`src/verilog/rvga_macros.svh`:
```
`ifndef RVGA_MACROS_SVH
`define RVGA_MACROS_SVH

// Integer word width.
`define RVGA_XLEN 32

// Data memory depth in words.
`define RVGA_DMEM_WORDS 256

// Destination register index width.
`define RVGA_REG_ADDR_W 5

`endif

```
`src/verilog/rvga_pkg.sv`:
```
`include "rvga_macros.svh"

package rvga_pkg;

  typedef logic [`RVGA_XLEN-1:0] rvga_word;

  // Byte and halfword lanes of one word.
  typedef union packed {
    logic [`RVGA_XLEN/8-1:0][7:0]   bytes;
    logic [`RVGA_XLEN/16-1:0][15:0] halves;
  } rvga_word_u;

  // Load and store size codes.
  typedef enum logic [2:0] {
    F3_B  = 3'd0,
    F3_H  = 3'd1,
    F3_W  = 3'd2,
    F3_BU = 3'd4,
    F3_HU = 3'd5
  } rvga_funct3;

  // All zero is a bubble.
  typedef struct packed {
    logic       dmem_r_v;
    logic       dmem_w_v;
    logic       br_v;
    logic       jmp_v;
    logic       reg_w_v;
    rvga_funct3 funct3;
  } rvga_cword;

  typedef struct packed {
    rvga_word                    pc;
    logic [`RVGA_REG_ADDR_W-1:0] rd_addr;
  } rvga_dword;

endpackage : rvga_pkg

```
`src/verilog/rvga_dmem_if.sv`:
```
`timescale 1ns/1ps
`include "rvga_macros.svh"

interface rvga_dmem_if;

  logic                     r_v;
  logic                     w_v;
  rvga_pkg::rvga_word       addr;
  // Store data already sits in its byte lanes.
  rvga_pkg::rvga_word       wdata;
  logic [`RVGA_XLEN/8-1:0]  wmask;
  rvga_pkg::rvga_word       rdata;

  modport stage (
    output r_v, w_v, addr, wdata, wmask,
    input  rdata
  );

  modport mem (
    input  r_v, w_v, addr, wdata, wmask,
    output rdata
  );

endinterface : rvga_dmem_if

```
`src/verilog/memory_slicer.sv`:
```
`timescale 1ns/1ps
`include "rvga_macros.svh"

module memory_slicer (
  input  logic                    clk_i
  , input  logic                    mem_v_i
  , input  rvga_pkg::rvga_funct3    op_i
  , input  logic [1:0]              byte_off_i
  , input  rvga_pkg::rvga_word      st_data_i
  , input  rvga_pkg::rvga_word      ld_data_i
  , output rvga_pkg::rvga_word      st_data_o
  , output logic [`RVGA_XLEN/8-1:0] st_mask_o
  , output rvga_pkg::rvga_word      ld_result_o
);

  rvga_pkg::rvga_word_u st_in;
  rvga_pkg::rvga_word_u st_out;
  rvga_pkg::rvga_word_u ld_in;
  logic [7:0]           ld_byte;
  logic [15:0]          ld_half;

  // Store lane placement.
  always_comb begin
    st_in     = st_data_i;
    st_out    = '0;
    st_mask_o = '0;
    case (op_i)
      rvga_pkg::F3_B, rvga_pkg::F3_BU: begin
        st_out.bytes[byte_off_i] = st_in.bytes[0];
        st_mask_o[byte_off_i]    = 1'b1;
      end
      rvga_pkg::F3_H, rvga_pkg::F3_HU: begin
        st_out.halves[byte_off_i[1]] = st_in.halves[0];
        st_mask_o = byte_off_i[1] ? 4'b1100 : 4'b0011;
      end
      default: begin
        st_out    = st_in;
        st_mask_o = '1;
      end
    endcase
    st_data_o = st_out;
  end

  // Load lane pick and extension.
  always_comb begin
    ld_in   = ld_data_i;
    ld_byte = ld_in.bytes[byte_off_i];
    ld_half = ld_in.halves[byte_off_i[1]];
    case (op_i)
      rvga_pkg::F3_B:  ld_result_o = {{(`RVGA_XLEN-8){ld_byte[7]}}, ld_byte};
      rvga_pkg::F3_BU: ld_result_o = {{(`RVGA_XLEN-8){1'b0}}, ld_byte};
      rvga_pkg::F3_H:  ld_result_o = {{(`RVGA_XLEN-16){ld_half[15]}}, ld_half};
      rvga_pkg::F3_HU: ld_result_o = {{(`RVGA_XLEN-16){1'b0}}, ld_half};
      default:         ld_result_o = ld_in;
    endcase
  end

  // Accesses are always naturally aligned.
  a_aligned : assert property (@(posedge clk_i)
    mem_v_i |-> ((op_i inside {rvga_pkg::F3_H, rvga_pkg::F3_HU}) ? !byte_off_i[0] :
                 (op_i == rvga_pkg::F3_W) ? (byte_off_i == 2'b00) : 1'b1));

endmodule : memory_slicer

```
`src/verilog/memory_stage.sv`:
```
`timescale 1ns/1ps

module memory_stage (
  input  logic                 clk_i
  , input  logic                 rst_n_i
  , input  logic                 stall_i
  , input  rvga_pkg::rvga_cword  cword_i
  , input  rvga_pkg::rvga_dword  dword_i
  , input  rvga_pkg::rvga_word   alu_result_i
  , input  rvga_pkg::rvga_word   st_data_i
  , input  logic                 bru_result_i
  , rvga_dmem_if.stage           dmem
  , output rvga_pkg::rvga_cword  cword_o
  , output rvga_pkg::rvga_dword  dword_o
  , output rvga_pkg::rvga_word   result_o
  , output logic                 btaken_o
  , output logic                 br_v_o
);

  rvga_pkg::rvga_cword cword_r;
  rvga_pkg::rvga_dword dword_r;
  rvga_pkg::rvga_word  alu_result_r;
  rvga_pkg::rvga_word  st_data_r;
  rvga_pkg::rvga_word  ld_result;
  logic                mem_v;

  // Stage registers hold while stalled.
  always_ff @(posedge clk_i) begin
    if (!rst_n_i) begin
      cword_r      <= '0;
      dword_r      <= '0;
      alu_result_r <= '0;
      st_data_r    <= '0;
    end else if (!stall_i) begin
      cword_r      <= cword_i;
      dword_r      <= dword_i;
      alu_result_r <= alu_result_i;
      st_data_r    <= st_data_i;
    end
  end

  assign mem_v = cword_r.dmem_r_v | cword_r.dmem_w_v;

  memory_slicer i_memory_slicer (
    .clk_i       (clk_i),
    .mem_v_i     (mem_v),
    .op_i        (cword_r.funct3),
    .byte_off_i  (alu_result_r[1:0]),
    .st_data_i   (st_data_r),
    .ld_data_i   (dmem.rdata),
    .st_data_o   (dmem.wdata),
    .st_mask_o   (dmem.wmask),
    .ld_result_o (ld_result)
  );

  // Request strobes come straight from the registered word.
  assign dmem.r_v  = cword_r.dmem_r_v;
  assign dmem.w_v  = cword_r.dmem_w_v;
  assign dmem.addr = alu_result_r;

  assign result_o = cword_r.dmem_r_v ? ld_result : alu_result_r;

  assign btaken_o = cword_r.jmp_v | (cword_r.br_v & bru_result_i);
  assign br_v_o   = cword_r.jmp_v | cword_r.br_v;

  assign cword_o = cword_r;
  assign dword_o = dword_r;

  a_no_rw : assert property (@(posedge clk_i) disable iff (!rst_n_i)
    !(cword_r.dmem_r_v && cword_r.dmem_w_v));

endmodule : memory_stage

```
`src/flat_wrapper.sv`:
```
// flat-port wrapper written by rule: the top's interface ports become plain ports
module memory_stage_flat 
  (clk_i, rst_n_i, stall_i, cword_i, dword_i, alu_result_i, st_data_i, bru_result_i, cword_o, dword_o, result_o, btaken_o, br_v_o, dmem_r_v, dmem_w_v, dmem_addr, dmem_wdata, dmem_wmask, dmem_rdata);
  rvga_dmem_if dmem_i ();
  input  logic clk_i;
  input  logic rst_n_i;
  input  logic stall_i;
  input  rvga_pkg::rvga_cword cword_i;
  input  rvga_pkg::rvga_dword dword_i;
  input  rvga_pkg::rvga_word alu_result_i;
  input  rvga_pkg::rvga_word st_data_i;
  input  logic bru_result_i;
  output rvga_pkg::rvga_cword cword_o;
  output rvga_pkg::rvga_dword dword_o;
  output rvga_pkg::rvga_word result_o;
  output logic btaken_o;
  output logic br_v_o;
  output wire logic [$bits(dmem_i.r_v)-1:0] dmem_r_v;
  output wire logic [$bits(dmem_i.w_v)-1:0] dmem_w_v;
  output wire logic [$bits(dmem_i.addr)-1:0] dmem_addr;
  output wire logic [$bits(dmem_i.wdata)-1:0] dmem_wdata;
  output wire logic [$bits(dmem_i.wmask)-1:0] dmem_wmask;
  input wire logic [$bits(dmem_i.rdata)-1:0] dmem_rdata;
  assign dmem_r_v = dmem_i.r_v;
  assign dmem_w_v = dmem_i.w_v;
  assign dmem_addr = dmem_i.addr;
  assign dmem_wdata = dmem_i.wdata;
  assign dmem_wmask = dmem_i.wmask;
  assign dmem_i.rdata = dmem_rdata;
  memory_stage u_core (.clk_i(clk_i), .rst_n_i(rst_n_i), .stall_i(stall_i), .cword_i(cword_i), .dword_i(dword_i), .alu_result_i(alu_result_i), .st_data_i(st_data_i), .bru_result_i(bru_result_i), .dmem(dmem_i), .cword_o(cword_o), .dword_o(dword_o), .result_o(result_o), .btaken_o(btaken_o), .br_v_o(br_v_o));
endmodule
```
`config.mk`:
```
export PLATFORM = sky130hd
export DESIGN_NAME = memory_stage_flat
export DESIGN_NICKNAME = d
export VERILOG_FILES = /design/src/verilog/rvga_pkg.sv /design/src/verilog/rvga_dmem_if.sv /design/src/verilog/memory_slicer.sv /design/src/verilog/memory_stage.sv /design/src/flat_wrapper.sv
export VERILOG_INCLUDE_DIRS = /design/src /design/src/verilog
export SDC_FILE = /design/constraint.sdc
export NUM_CORES = 1
export LEC_CHECK = 0
export BUFFER_PORTS_ARGS = -buffer_cell sky130_fd_sc_hd__clkbuf_2
export CAP_MARGIN = 30
export CORE_ASPECT_RATIO = 0.8
export CORE_MARGIN = 2
export CORE_UTILIZATION = 45
export DETAILED_ROUTE_END_ITERATION = 12
export PLACE_DENSITY = 0.81
export SYNTH_ARGS = -nofsm -noshare
export SYNTH_HDL_FRONTEND = slang
export SYNTH_SLANG_ARGS = --single-unit
```
`constraint.sdc`:
```
create_clock -name clk_i -period 3.05 [get_ports clk_i]
set_clock_uncertainty 0.05 [all_clocks]
set_input_delay 0.1525 -clock clk_i [delete_from_list [all_inputs] [get_ports clk_i]]
set_output_delay 0.1525 -clock clk_i [all_outputs]
set_load 0.01 [all_outputs]
```
==> reports/results.ini, run 1 <==
[routing]
antenna_left = 0
drt_iter0_drc = 283
dr.pass1.iters = 7
dr_total_vias = 5094
post_drt_wl_per_cell_um = 17.6
vias_per_cell = 5.36
drc = 0
wl_um = 16800

[outcome]
status = completed

[synthesis]
yosysTopAreaCell = dfxtp_1
async_reset_ff_share_pct = 0
synth_area_mm2 = 0.00534
avgSynthCellArea_um2 = 10.1
synth_seq_cells = 109
synth_flop_cell = dfxtp_1
yosys_warnings = 0
syn_inst = 529
yosysTopAreaCellShare_pct = 40.8
synth.net_count = 674
synth_edf_count = 0
synth_cell_types = 38
ys_top_cells_by_area = dfxtp_1, mux2i_1, nor2b_1, a22o_1, a221o_1
ys_seq_area_share_pct = 40.8

[sta]
max_freq_mhz = 391
period_needed_ns = 2.56
fin_crit_sh_pct = 83.9
slew_violations = 0
finalSetupViolations = 0
worstMarginPinSlew_ns = 0.957
totalNegativeSetupSlack_ns = 0
rsz0062_at_grt = false
slew_headroom_pct = 35.7
finalHoldViolations = 0

[cts]
cts.sinks = 109
cts_tree = built
cts_resized = 0
clockBufferDepth = 2
path_clk_slew_ns = 0.08
cts_buffers = 9
clk_latency_ns = 0.33
cts_max_level = 3
clock-root-buffer = clkbuf_16

[floorplan]
rows = 35
core_area_mm2 = 0.0116
die_w_um = 126
io_pins = 294
start_util_pct = 46.2
dieHeight_um = 101
dieArea_mm2 = 0.0128

[setup_path]
cpMaxStageDelayCell = dfxtp_1
path_cells = nor2b_1 > and2_0 > a222oi_1 > inv_1 > clkbuf_2
cp-end-kind = output pin
start_kind = register
critPathKind = reg -> out
cp_top_family = simple AND/OR/NAND/NOR gates
required_ns = 2.85
reg2reg_slack_ns = 1.96
cp_max_fo = 9
critPathArrivalTime_ns = 2.36
cp_num_buf_inv = 2
crit_path_max_incr_delay_ns = 0.56

[min_path]
hold_path_class = in -> reg

[power_and_ir_drop]
power_mw = 3.39
power_leakage_nw = 3.66
p_int_mw = 2.42
switching_share_pct = 28.7
p_sw_uw = 975
powerDensity_mw_per_mm2 = 474
irDropWorstVdd_uv = 310
pwr-share-comb_pct = 20.8
pwr-share-seq_pct = 46.7
p_clk_share_pct = 32.6

[global_route]
grt-ovfl-total = 0
grt_pass1_wl_um = 25200
grt_start_max_net_pins = 110
grt.busiest_layer = met2
grt_util_met2_pct = 43.2
antenna_found_initial = 2
met1_usage_pct = 30.1
grt_use_total_pct = 24.8
gr-usage-met3_pct = 7.82
grt_pass1_vias = 4892

[job]
drv_cap = 0

[placement]
gp_congestion = 0.833
port_buffers = 293
dpl.hpwl_um = 12800

[final_layout]
layout_commonest_cell = clkbuf_2
area_delta_synth_final_pct = 33.8
drive_gt1_share_pct = 41.1
n_antenna_cell = 0
fin_nets = 943
final_cell_mix = clkbuf_2, mux2i_1, nor2b_1, dfxtp_1, a22o_1

## power by group through the flow
stage	combinational [mW]	sequential [mW]	clock, mW
2_1_floorplan	0.393	1.62	0
3_3_place_gp	0.686	1.61	0
3_5_place_dp	0.704	1.61	0
4_1_cts	0.707	1.58	1.13
5_1_grt	0.766	1.59	1.20
6_report	0.704	1.58	1.10
## timing repair
item,in CTS,in global routing
hold endpoints to repair,2,1
endpoints found under the setup margin,0,0
hold buffers,2,1
buffers inserted,0,0
## flip-flops by register name, indices dropped and copies added, names as in the netlist
signal / cells
u_core.dword_o: 37
u_core.st_data_r: 32
u_core.dmem.w_v: 1
u_core.dmem.r_v: 1
u_core.dmem.addr: 32
u_core.cword_o: 6
## kinds of logic after synthesis
group	count (synthesis)	share of synthesized area, %
buffers and inverters	58	5.20
AND/OR/NAND/NOR	154	17.5
flip-flops	109	40.8
AO/OA/AOI/OAI	88	13.3
multiplexers	120	23.1
## routing by layer
metal | wire length (um) | up-vias
met4 | 252 | 4
li1 | - | 2407
met1 | 6690 | 2399
met5 | 25 | -
met3 | 1610 | 29
met2 | 8180 | 255
## worst paths after layout
check / start / to / cells past startpoint
max: u_core.dmem.addr[1] / dmem_wdata[26] / 5
min: dword_i[12] / u_core.dword_o[12] / 3
max reg2reg: u_core.cword_o[0] / u_core.cword_o[0] / 3
min reg2reg: u_core.dword_o[0] / u_core.dword_o[0] / 2
## layout make-up
cell class	instances	area [um2]
Clock buffer	10	229
Clock inverter	5	46.3
Fill cell	989	4410
Inverter	11	41.3
Multi-Input combinational cell	362	2880
Sequential cell	109	2180
Tap cell	148	185
Timing Repair Buffer	305	1580
## cells in the mapped netlist (all sizes together), types with 3 or more instances
master and count:
dfxtp 109, a221o 16, buf 29, nor2b 110
a22oi 7, a221oi 7, a222oi 8, nor2 26
a22o 23, mux2i 117, inv 11, clkbuf 18
and2 9, o21ai 4, a21o 3, a21oi 17
## worst min-delay path, delay by kind of cell
family / cells / cell delay (ns)
buffers and inverters: 1 / 0.07
and+or+nand+nor: 1 / 0.09
muxes: 1 / 0.05
## metrics by stage
step                      instance area, um2  setup WS (ns)  util (%)  instances  hold slack, ns
after detailed placement                6850          0.901      59.2        932           0.363
final                                   7150          0.491      61.9        950          0.0126
after global routing                    7150          0.328      61.9        950         0.00576
after global placement                  6850          0.943      59.2        932           0.353
after floorplan                         5340           1.33         -        529           0.269
after CTS                               7140          0.529      61.8        949         0.00117
(Power assumes the default switching activity.)
==> run 2: changes to the inputs <==
ABC_AREA = 1   (was default)
clock period = 2.4 ns   (was 3.05 ns; I/O delays follow)
==> run 2 against run 1 <==
Net effect:
- clock power is 45% higher
- cell count is 39% higher
- non-clock buffer count increased by 93
- largest cell class unchanged
- core utilization is 8.6 points higher
- critical path type unchanged
- total power up 42%
- register-to-register slack worse by 0.88 ns
- global-route usage up 7.0 points
- sequential share of layout area decreased by 3.5 points
- critical path depth up 1
- setup slack lost 0.39 ns
==> reports/results.ini, run 2 <==
[final_layout]
final_area_mm2 = 0.00809  ; +13%
area_delta_synth_final_pct = 53.3
final_cell_mix = clkbuf_2, nor2_1, nand2_1, o21ai_0, dfxtp_1
layout_commonest_cell = clkbuf_2
fin_nets = 1308  ; +39%
drive_gt1_share_pct = 30.7  ; -10 points
n_antenna_cell = 0  ; unchanged
largest_reg_flops = 37  ; unchanged

[setup_path]
required_ns = 2.23  ; -0.62 ns
cp_max_fo = 26  ; +17
cpMaxStageDelayCell = clkinv_1
crit_path_max_incr_delay_ns = 0.53  ; -0.03 ns
path_cells = clkinv_1 > a21oi_1 > nand3_1 > nand2_1 > inv_1 > clkbuf_2
start_kind = register
cp-end-kind = output pin
cp_num_buf_inv = 3  ; +1
cp_top_family = buffers and inverters
r2r_cells = 2  ; -1
cp_num_cells = 6  ; +1
critPathArrivalTime_ns = 2.13  ; -0.23 ns
critPathKind = reg -> out

[synthesis]
synth_common_cells = nor2_1, nand2_1, o21ai_0
syn_inst = 807  ; +53%
synth_flop_cell = dfxtp_1
synth.net_count = 952  ; +41%
synth.most_common_cell = nor2_1
synth_cell_types = 26  ; -32%
avgSynthCellArea_um2 = 6.54  ; -35%
synth_area_mm2 = 0.00528  ; -1.3%
yosysTopAreaCellShare_pct = 41.4  ; +0.53 points
ys_seq_area_share_pct = 41.4  ; +0.53 points
synth_edf_count = 0  ; unchanged
async_reset_ff_share_pct = 0  ; unchanged
yosys_warnings = 0  ; unchanged
synth_seq_cells = 109  ; unchanged
ys_top_cells_by_area = dfxtp_1, nor2_1, o21ai_0, nand2_1, a21oi_1
yosysTopAreaCell = dfxtp_1

[floorplan]
dieHeight_um = 101  ; -0.62%
rows = 35  ; unchanged
start_util_pct = 46.0  ; -0.25 points
core_area_mm2 = 0.0115  ; -0.76%
die_w_um = 125  ; -0.62%
io_pins = 294  ; unchanged
dieArea_mm2 = 0.0126  ; -1.2%

[global_route]
grt_pass1_vias = 6455  ; +32%
grt_use_total_pct = 31.8  ; +7.0 points
gr-usage-met3_pct = 8.70  ; +0.89 points
grt_util_met2_pct = 53.5  ; +10 points
antenna_found_initial = 0  ; -2
grt_pass1_wl_um = 32400  ; +29%
grt.busiest_layer = met2
grt_start_max_net_pins = 130  ; +18%
met1_usage_pct = 39.5  ; +9.4 points
grt-ovfl-total = 0  ; unchanged

[routing]
dr_total_vias = 6821  ; +34%
wl_um = 20800  ; +24%
drc = 0  ; unchanged
antenna_left = 0  ; unchanged
vias_per_cell = 5.18  ; -3.3%
drt_iter0_drc = 460  ; +63%
post_drt_wl_per_cell_um = 15.8  ; -10%
dr.pass1.iters = 6  ; -1

[min_path]
min_path_cells = 3  ; unchanged
hold_path_class = in -> reg

[sta]
totalNegativeSetupSlack_ns = 0  ; unchanged
max_freq_mhz = 434
slew_violations = 0  ; unchanged
period_needed_ns = 2.30
worstMarginPinSlew_ns = 0.658  ; -0.299 ns
finalHoldViolations = 0  ; unchanged
slew_headroom_pct = 55.8  ; +20 points
rsz0062_at_grt = false
finalSetupViolations = 0  ; unchanged
fin_crit_sh_pct = 95.9

[cts]
cts_tree = built
cts_max_level = 3  ; unchanged
cts.sinks = 109  ; unchanged
clock-root-buffer = clkbuf_16
clockBufferDepth = 2  ; unchanged
cts_buffers = 9  ; unchanged
path_clk_slew_ns = 0.08  ; about the same
clk_latency_ns = 0.34  ; about the same

[outcome]
status = completed

[power_and_ir_drop]
p_clk_share_pct = 33.0  ; +0.4 points
p_sw_mw = 1.51  ; +54%
p_int_mw = 3.31  ; +37%
irDropWorstVdd_uv = 441  ; +42%
pwr-share-seq_pct = 42.1  ; -4.6 points
power_leakage_nw = 4.23  ; +16%
switching_share_pct = 31.3  ; +2.5 points
powerDensity_mw_per_mm2 = 596  ; +26%
pwr-share-comb_pct = 24.9  ; +4.1 points

[job]
drv_cap = 0  ; unchanged

[placement]
gp_congestion = 0.951  ; +14%
dpl.hpwl_um = 13000  ; +0.87%
port_buffers = 293  ; unchanged
placed_area_mm2 = 0.00679  ; -0.75%

[run 2: changes by cell type after synthesis, moves of 29 or more]
cell     delta
nor2_1    +193
nand2_1   +120
a21oi_1    +29
inv_1      +40
nor2b_1   -110
o21ai_0   +113
nand3_1    +41
mux2i_1   -116
[run 2: per-stage QoR]
stage / setup slack, ns / power [mW] / util, % / instances / hold WS (ns)
6_report: 0.0978 / 4.82 / 70.5 / 1316 / 0.00967
5_1_grt: 0.000355 / 5.04 / 70.5 / 1316 / 0.0267
4_1_cts: 0.124 / 4.81 / 70.5 / 1316 / 0.000134
3_5_place_dp: 0.525 / 3.09 / 59.2 / 1203 / 0.312
3_3_place_gp: 0.528 / 3.08 / 59.2 / 1203 / 0.304
2_1_floorplan: 0.943 / 2.64 / - / 807 / 0.222
[run 2: timing repair]
item                       CTS  global route
gates resized for setup      0             1
hold endpoints to repair    97             0
setup endpoints to repair    0             6
hold buffers                97             0
buffers inserted             0             0
[run 2: worst register-to-register path: stages (launching register included)]
cell and delay (ns):
dfxtp_1 0.34, clkinv_1 0.53, a21oi_1 0.33
[run 2: path summary, 6_finish.rpt]
kind,start,end,slack [ns]
max reg2reg,u_core.dmem.r_v,u_core.dmem.r_v,1.08
min reg2reg,u_core.st_data_r[14],u_core.st_data_r[14],0.43
max,u_core.dmem.r_v,result_o[13],0.1
min,st_data_i[10],u_core.st_data_r[10],0.01
[run 2: per-layer routing]
layer  share of wire [%]  vias up  wire length, um
li1                    -     3285                -
met1                  40     3077             8420
met2                  47      403             9860
met3                 9.5       56             1970
met4                 2.8        0              580
met5                   0        -                0
[run 2: power groups by stage]
stage	registers, mW	clock network, mW	logic, mW
global route	2.04	1.69	1.31
floorplan	2.08	0	0.558
global placement	2.06	0	1.03
detailed placement	2.06	0	1.03
CTS	2.02	1.62	1.16
finish	2.03	1.59	1.20
[run 2: final cells by class]
cell class                      instances  area (um2)
Clock buffer                           10         239
Clock inverter                          6        80.1
Fill cell                             964        3390
Inverter                               57         216
Multi-Input combinational cell        588        2640
Sequential cell                       109        2180
Tap cell                              148         185
Timing Repair Buffer                  398        2540
[run 2: cell families (layout without fill, tap and decap cells)]
| family | Yosys count | in the layout | synth area share (%) |
|---|---|---|---|
| buf+inv | 110 | 471 | 8.52 |
| flops | 109 | 109 | 41.4 |
| simple gates | 408 | 408 | 31.9 |
| compound gates | 180 | 180 | 18.3 |
==> run 3: changes to the inputs <==
CTS_CLUSTER_DIAMETER = 40   (was default)
SETUP_SLACK_MARGIN = 0.4   (was default)
==> run 3 against run 2 <==
Net effect:
- maximum frequency increased by 20%
- sequential share of layout area decreased by 0.37 points
- sequential cell count unchanged
- cell area increased by 1.9%
- die area unchanged
- largest power group unchanged
==> reports/results.ini, run 3 (synthesized netlist as in run 2, its figures left out) <==
[sta]
finalSetupViolations = 0  ; unchanged
worstMarginPinSlew_ns = 0.481  ; -0.177 ns
slew_violations = 0  ; unchanged
period_needed_ns = 1.92  ; -0.382 ns
rsz0062_at_grt = false
setup_slack_ns = 0.480  ; +0.382 ns
max_freq_mhz = 521  ; +20%
totalNegativeSetupSlack_ns = 0  ; unchanged
finalHoldViolations = 0  ; unchanged
fin_crit_sh_pct = 80.0  ; -16 points
timing.hold.ws_ns = 0.0171  ; +0.00748 ns
slew_headroom_pct = 67.9  ; +12 points

[power_and_ir_drop]
irDropWorstVdd_uv = 441  ; -0.16%
power_mw = 4.88  ; +1.2%
powerDensity_mw_per_mm2 = 592  ; -0.69%
power_leakage_nw = 4.31  ; +1.9%

[final_layout]
fin_util_pct = 71.8  ; +1.4 points
multi_input_area_mm2 = 0.00274  ; +3.6%
area_delta_synth_final_pct = 56.2
largest_reg_flops = 37  ; unchanged
n_antenna_cell = 0  ; unchanged
final_cell_mix = clkbuf_2, nor2_1, nand2_1, o21ai_0, dfxtp_1
final_area_mm2 = 0.00824  ; +1.9%
nFillCells = 936  ; -2.9%
fin_cells = 1323  ; +0.53%
layout_commonest_cell = clkbuf_2
regArea_mm2 = 0.00219  ; +0.52%
fin_nets = 1315  ; +0.54%
drive_gt1_share_pct = 32.0  ; +1.3 points

[placement]
port_buffers = 293  ; unchanged
gp_congestion = 0.951  ; unchanged
numPlacedInstances = 1203  ; unchanged
dpl.hpwl_um = 13000  ; unchanged
dp_slack_ns = 0.525  ; unchanged
placed_area_mm2 = 0.00679  ; unchanged

[floorplan]
rows = 35  ; unchanged
start_util_pct = 46.0  ; unchanged
die_w_um = 125  ; unchanged
dieArea_mm2 = 0.0126  ; unchanged
core_area_mm2 = 0.0115  ; unchanged
io_pins = 294  ; unchanged
dieHeight_um = 101  ; unchanged

[routing]
post_drt_wl_per_cell_um = 16.0  ; +1.3%
drc = 0  ; unchanged
vias_per_cell = 5.23  ; +0.94%
antenna_left = 0  ; unchanged
dr.pass1.iters = 5  ; -1
dr_total_vias = 6922  ; +1.5%
drt_iter0_drc = 515  ; +12%
wl_um = 21200  ; +1.8%

[setup_path]
cp_max_fo = 10  ; -62%
critPathKind = reg -> out
cp_top_family = simple AND/OR/NAND/NOR gates
crit_path_max_incr_delay_ns = 0.41  ; -0.12 ns
cpMaxStageDelayCell = dfxtp_4
required_ns = 2.23  ; about the same
path_cells = inv_4 > nor2_4 > nand2_4 > inv_4 > nand2_1 > nand3_1 > nand2_1 > inv_1 > clkbuf_2
start_kind = register
cp_num_buf_inv = 4  ; +1
critPathArrivalTime_ns = 1.75  ; -0.38 ns
cp-end-kind = output pin

[cts]
clk_latency_ns = 0.34  ; about the same
clockBufferDepth = 2  ; unchanged
cts_buffers = 9  ; unchanged
cts_tree = built
clock-root-buffer = clkbuf_16
cts_max_level = 3  ; unchanged
cts.sinks = 109  ; unchanged
path_clk_slew_ns = 0.08  ; about the same

[outcome]
status = completed

[min_path]
hold_path_class = in -> reg

[job]
drv_cap = 0  ; unchanged

[global_route]
antenna_found_initial = 0  ; unchanged
grt_start_max_net_pins = 130  ; unchanged
grt-ovfl-total = 0  ; unchanged
grt_pass1_wl_um = 32500  ; +0.38%
grt_use_total_pct = 31.9  ; +0.080 points
grt_pass1_vias = 6507  ; +0.81%

-- run 3: cell types whose count changed in the layout (fill, tap and decap cells not counted), sizes merged --
cell   delta
buf       +4
nand2     +3
-- run 3: worst paths after layout --
check	from	to	slack (ns)	depth (start not counted)
max	u_core.cword_o[0]	result_o[13]	0.48	9
min	st_data_i[10]	u_core.st_data_r[10]	0.02	3
max reg2reg	u_core.cword_o[1]	u_core.cword_o[1]	1.40	3
min reg2reg	u_core.st_data_r[14]	u_core.st_data_r[14]	0.43	2
-- run 3: repair_timing --
action                                 in CTS  in global routing
pin swaps                                   2                  6
hold buffers                               97                  0
gates cloned                                0                  3
buffers inserted                            1                  3
gates resized for setup                     9                 20
setup endpoints to repair                  65                 46
endpoints found under the hold margin      97                  0
-- run 3: report_power, final --
| group | internal [mW] | total, mW | switching [mW] |
|---|---|---|---|
| combinational | 0.537 | 1.25 | 0.711 |
| clock | 0.860 | 1.60 | 0.737 |
| sequential | 1.93 | 2.03 | 0.0962 |
| total | 3.33 | 4.88 | 1.54 |
-- run 3: routing by layer --
layer	GRT usage [%]	vias to the layer above	routed length [um]
li1	-	3314	-
met1	39.7	3119	8450
met2	53.4	423	9960
met3	8.55	66	2120
met4	12.1	0	691
met5	0	-	0
-- run 3: layout make-up --
type / instances / area share [%]
Clock inverter: 6 / 0.972
Multi-Input combinational cell: 591 / 33.2
Tap cell: 148 / 2.25
Sequential cell: 109 / 26.6
Clock buffer: 10 / 2.90
Inverter: 57 / 2.70
Timing Repair Buffer: 402 / 31.3
-- run 3: worst min-delay path: cells and delay by family --
kind | cells | cell delay [ns]
AO/OA/AOI/OAI | 2 | 0.17
buffers and inverters | 1 | 0.07
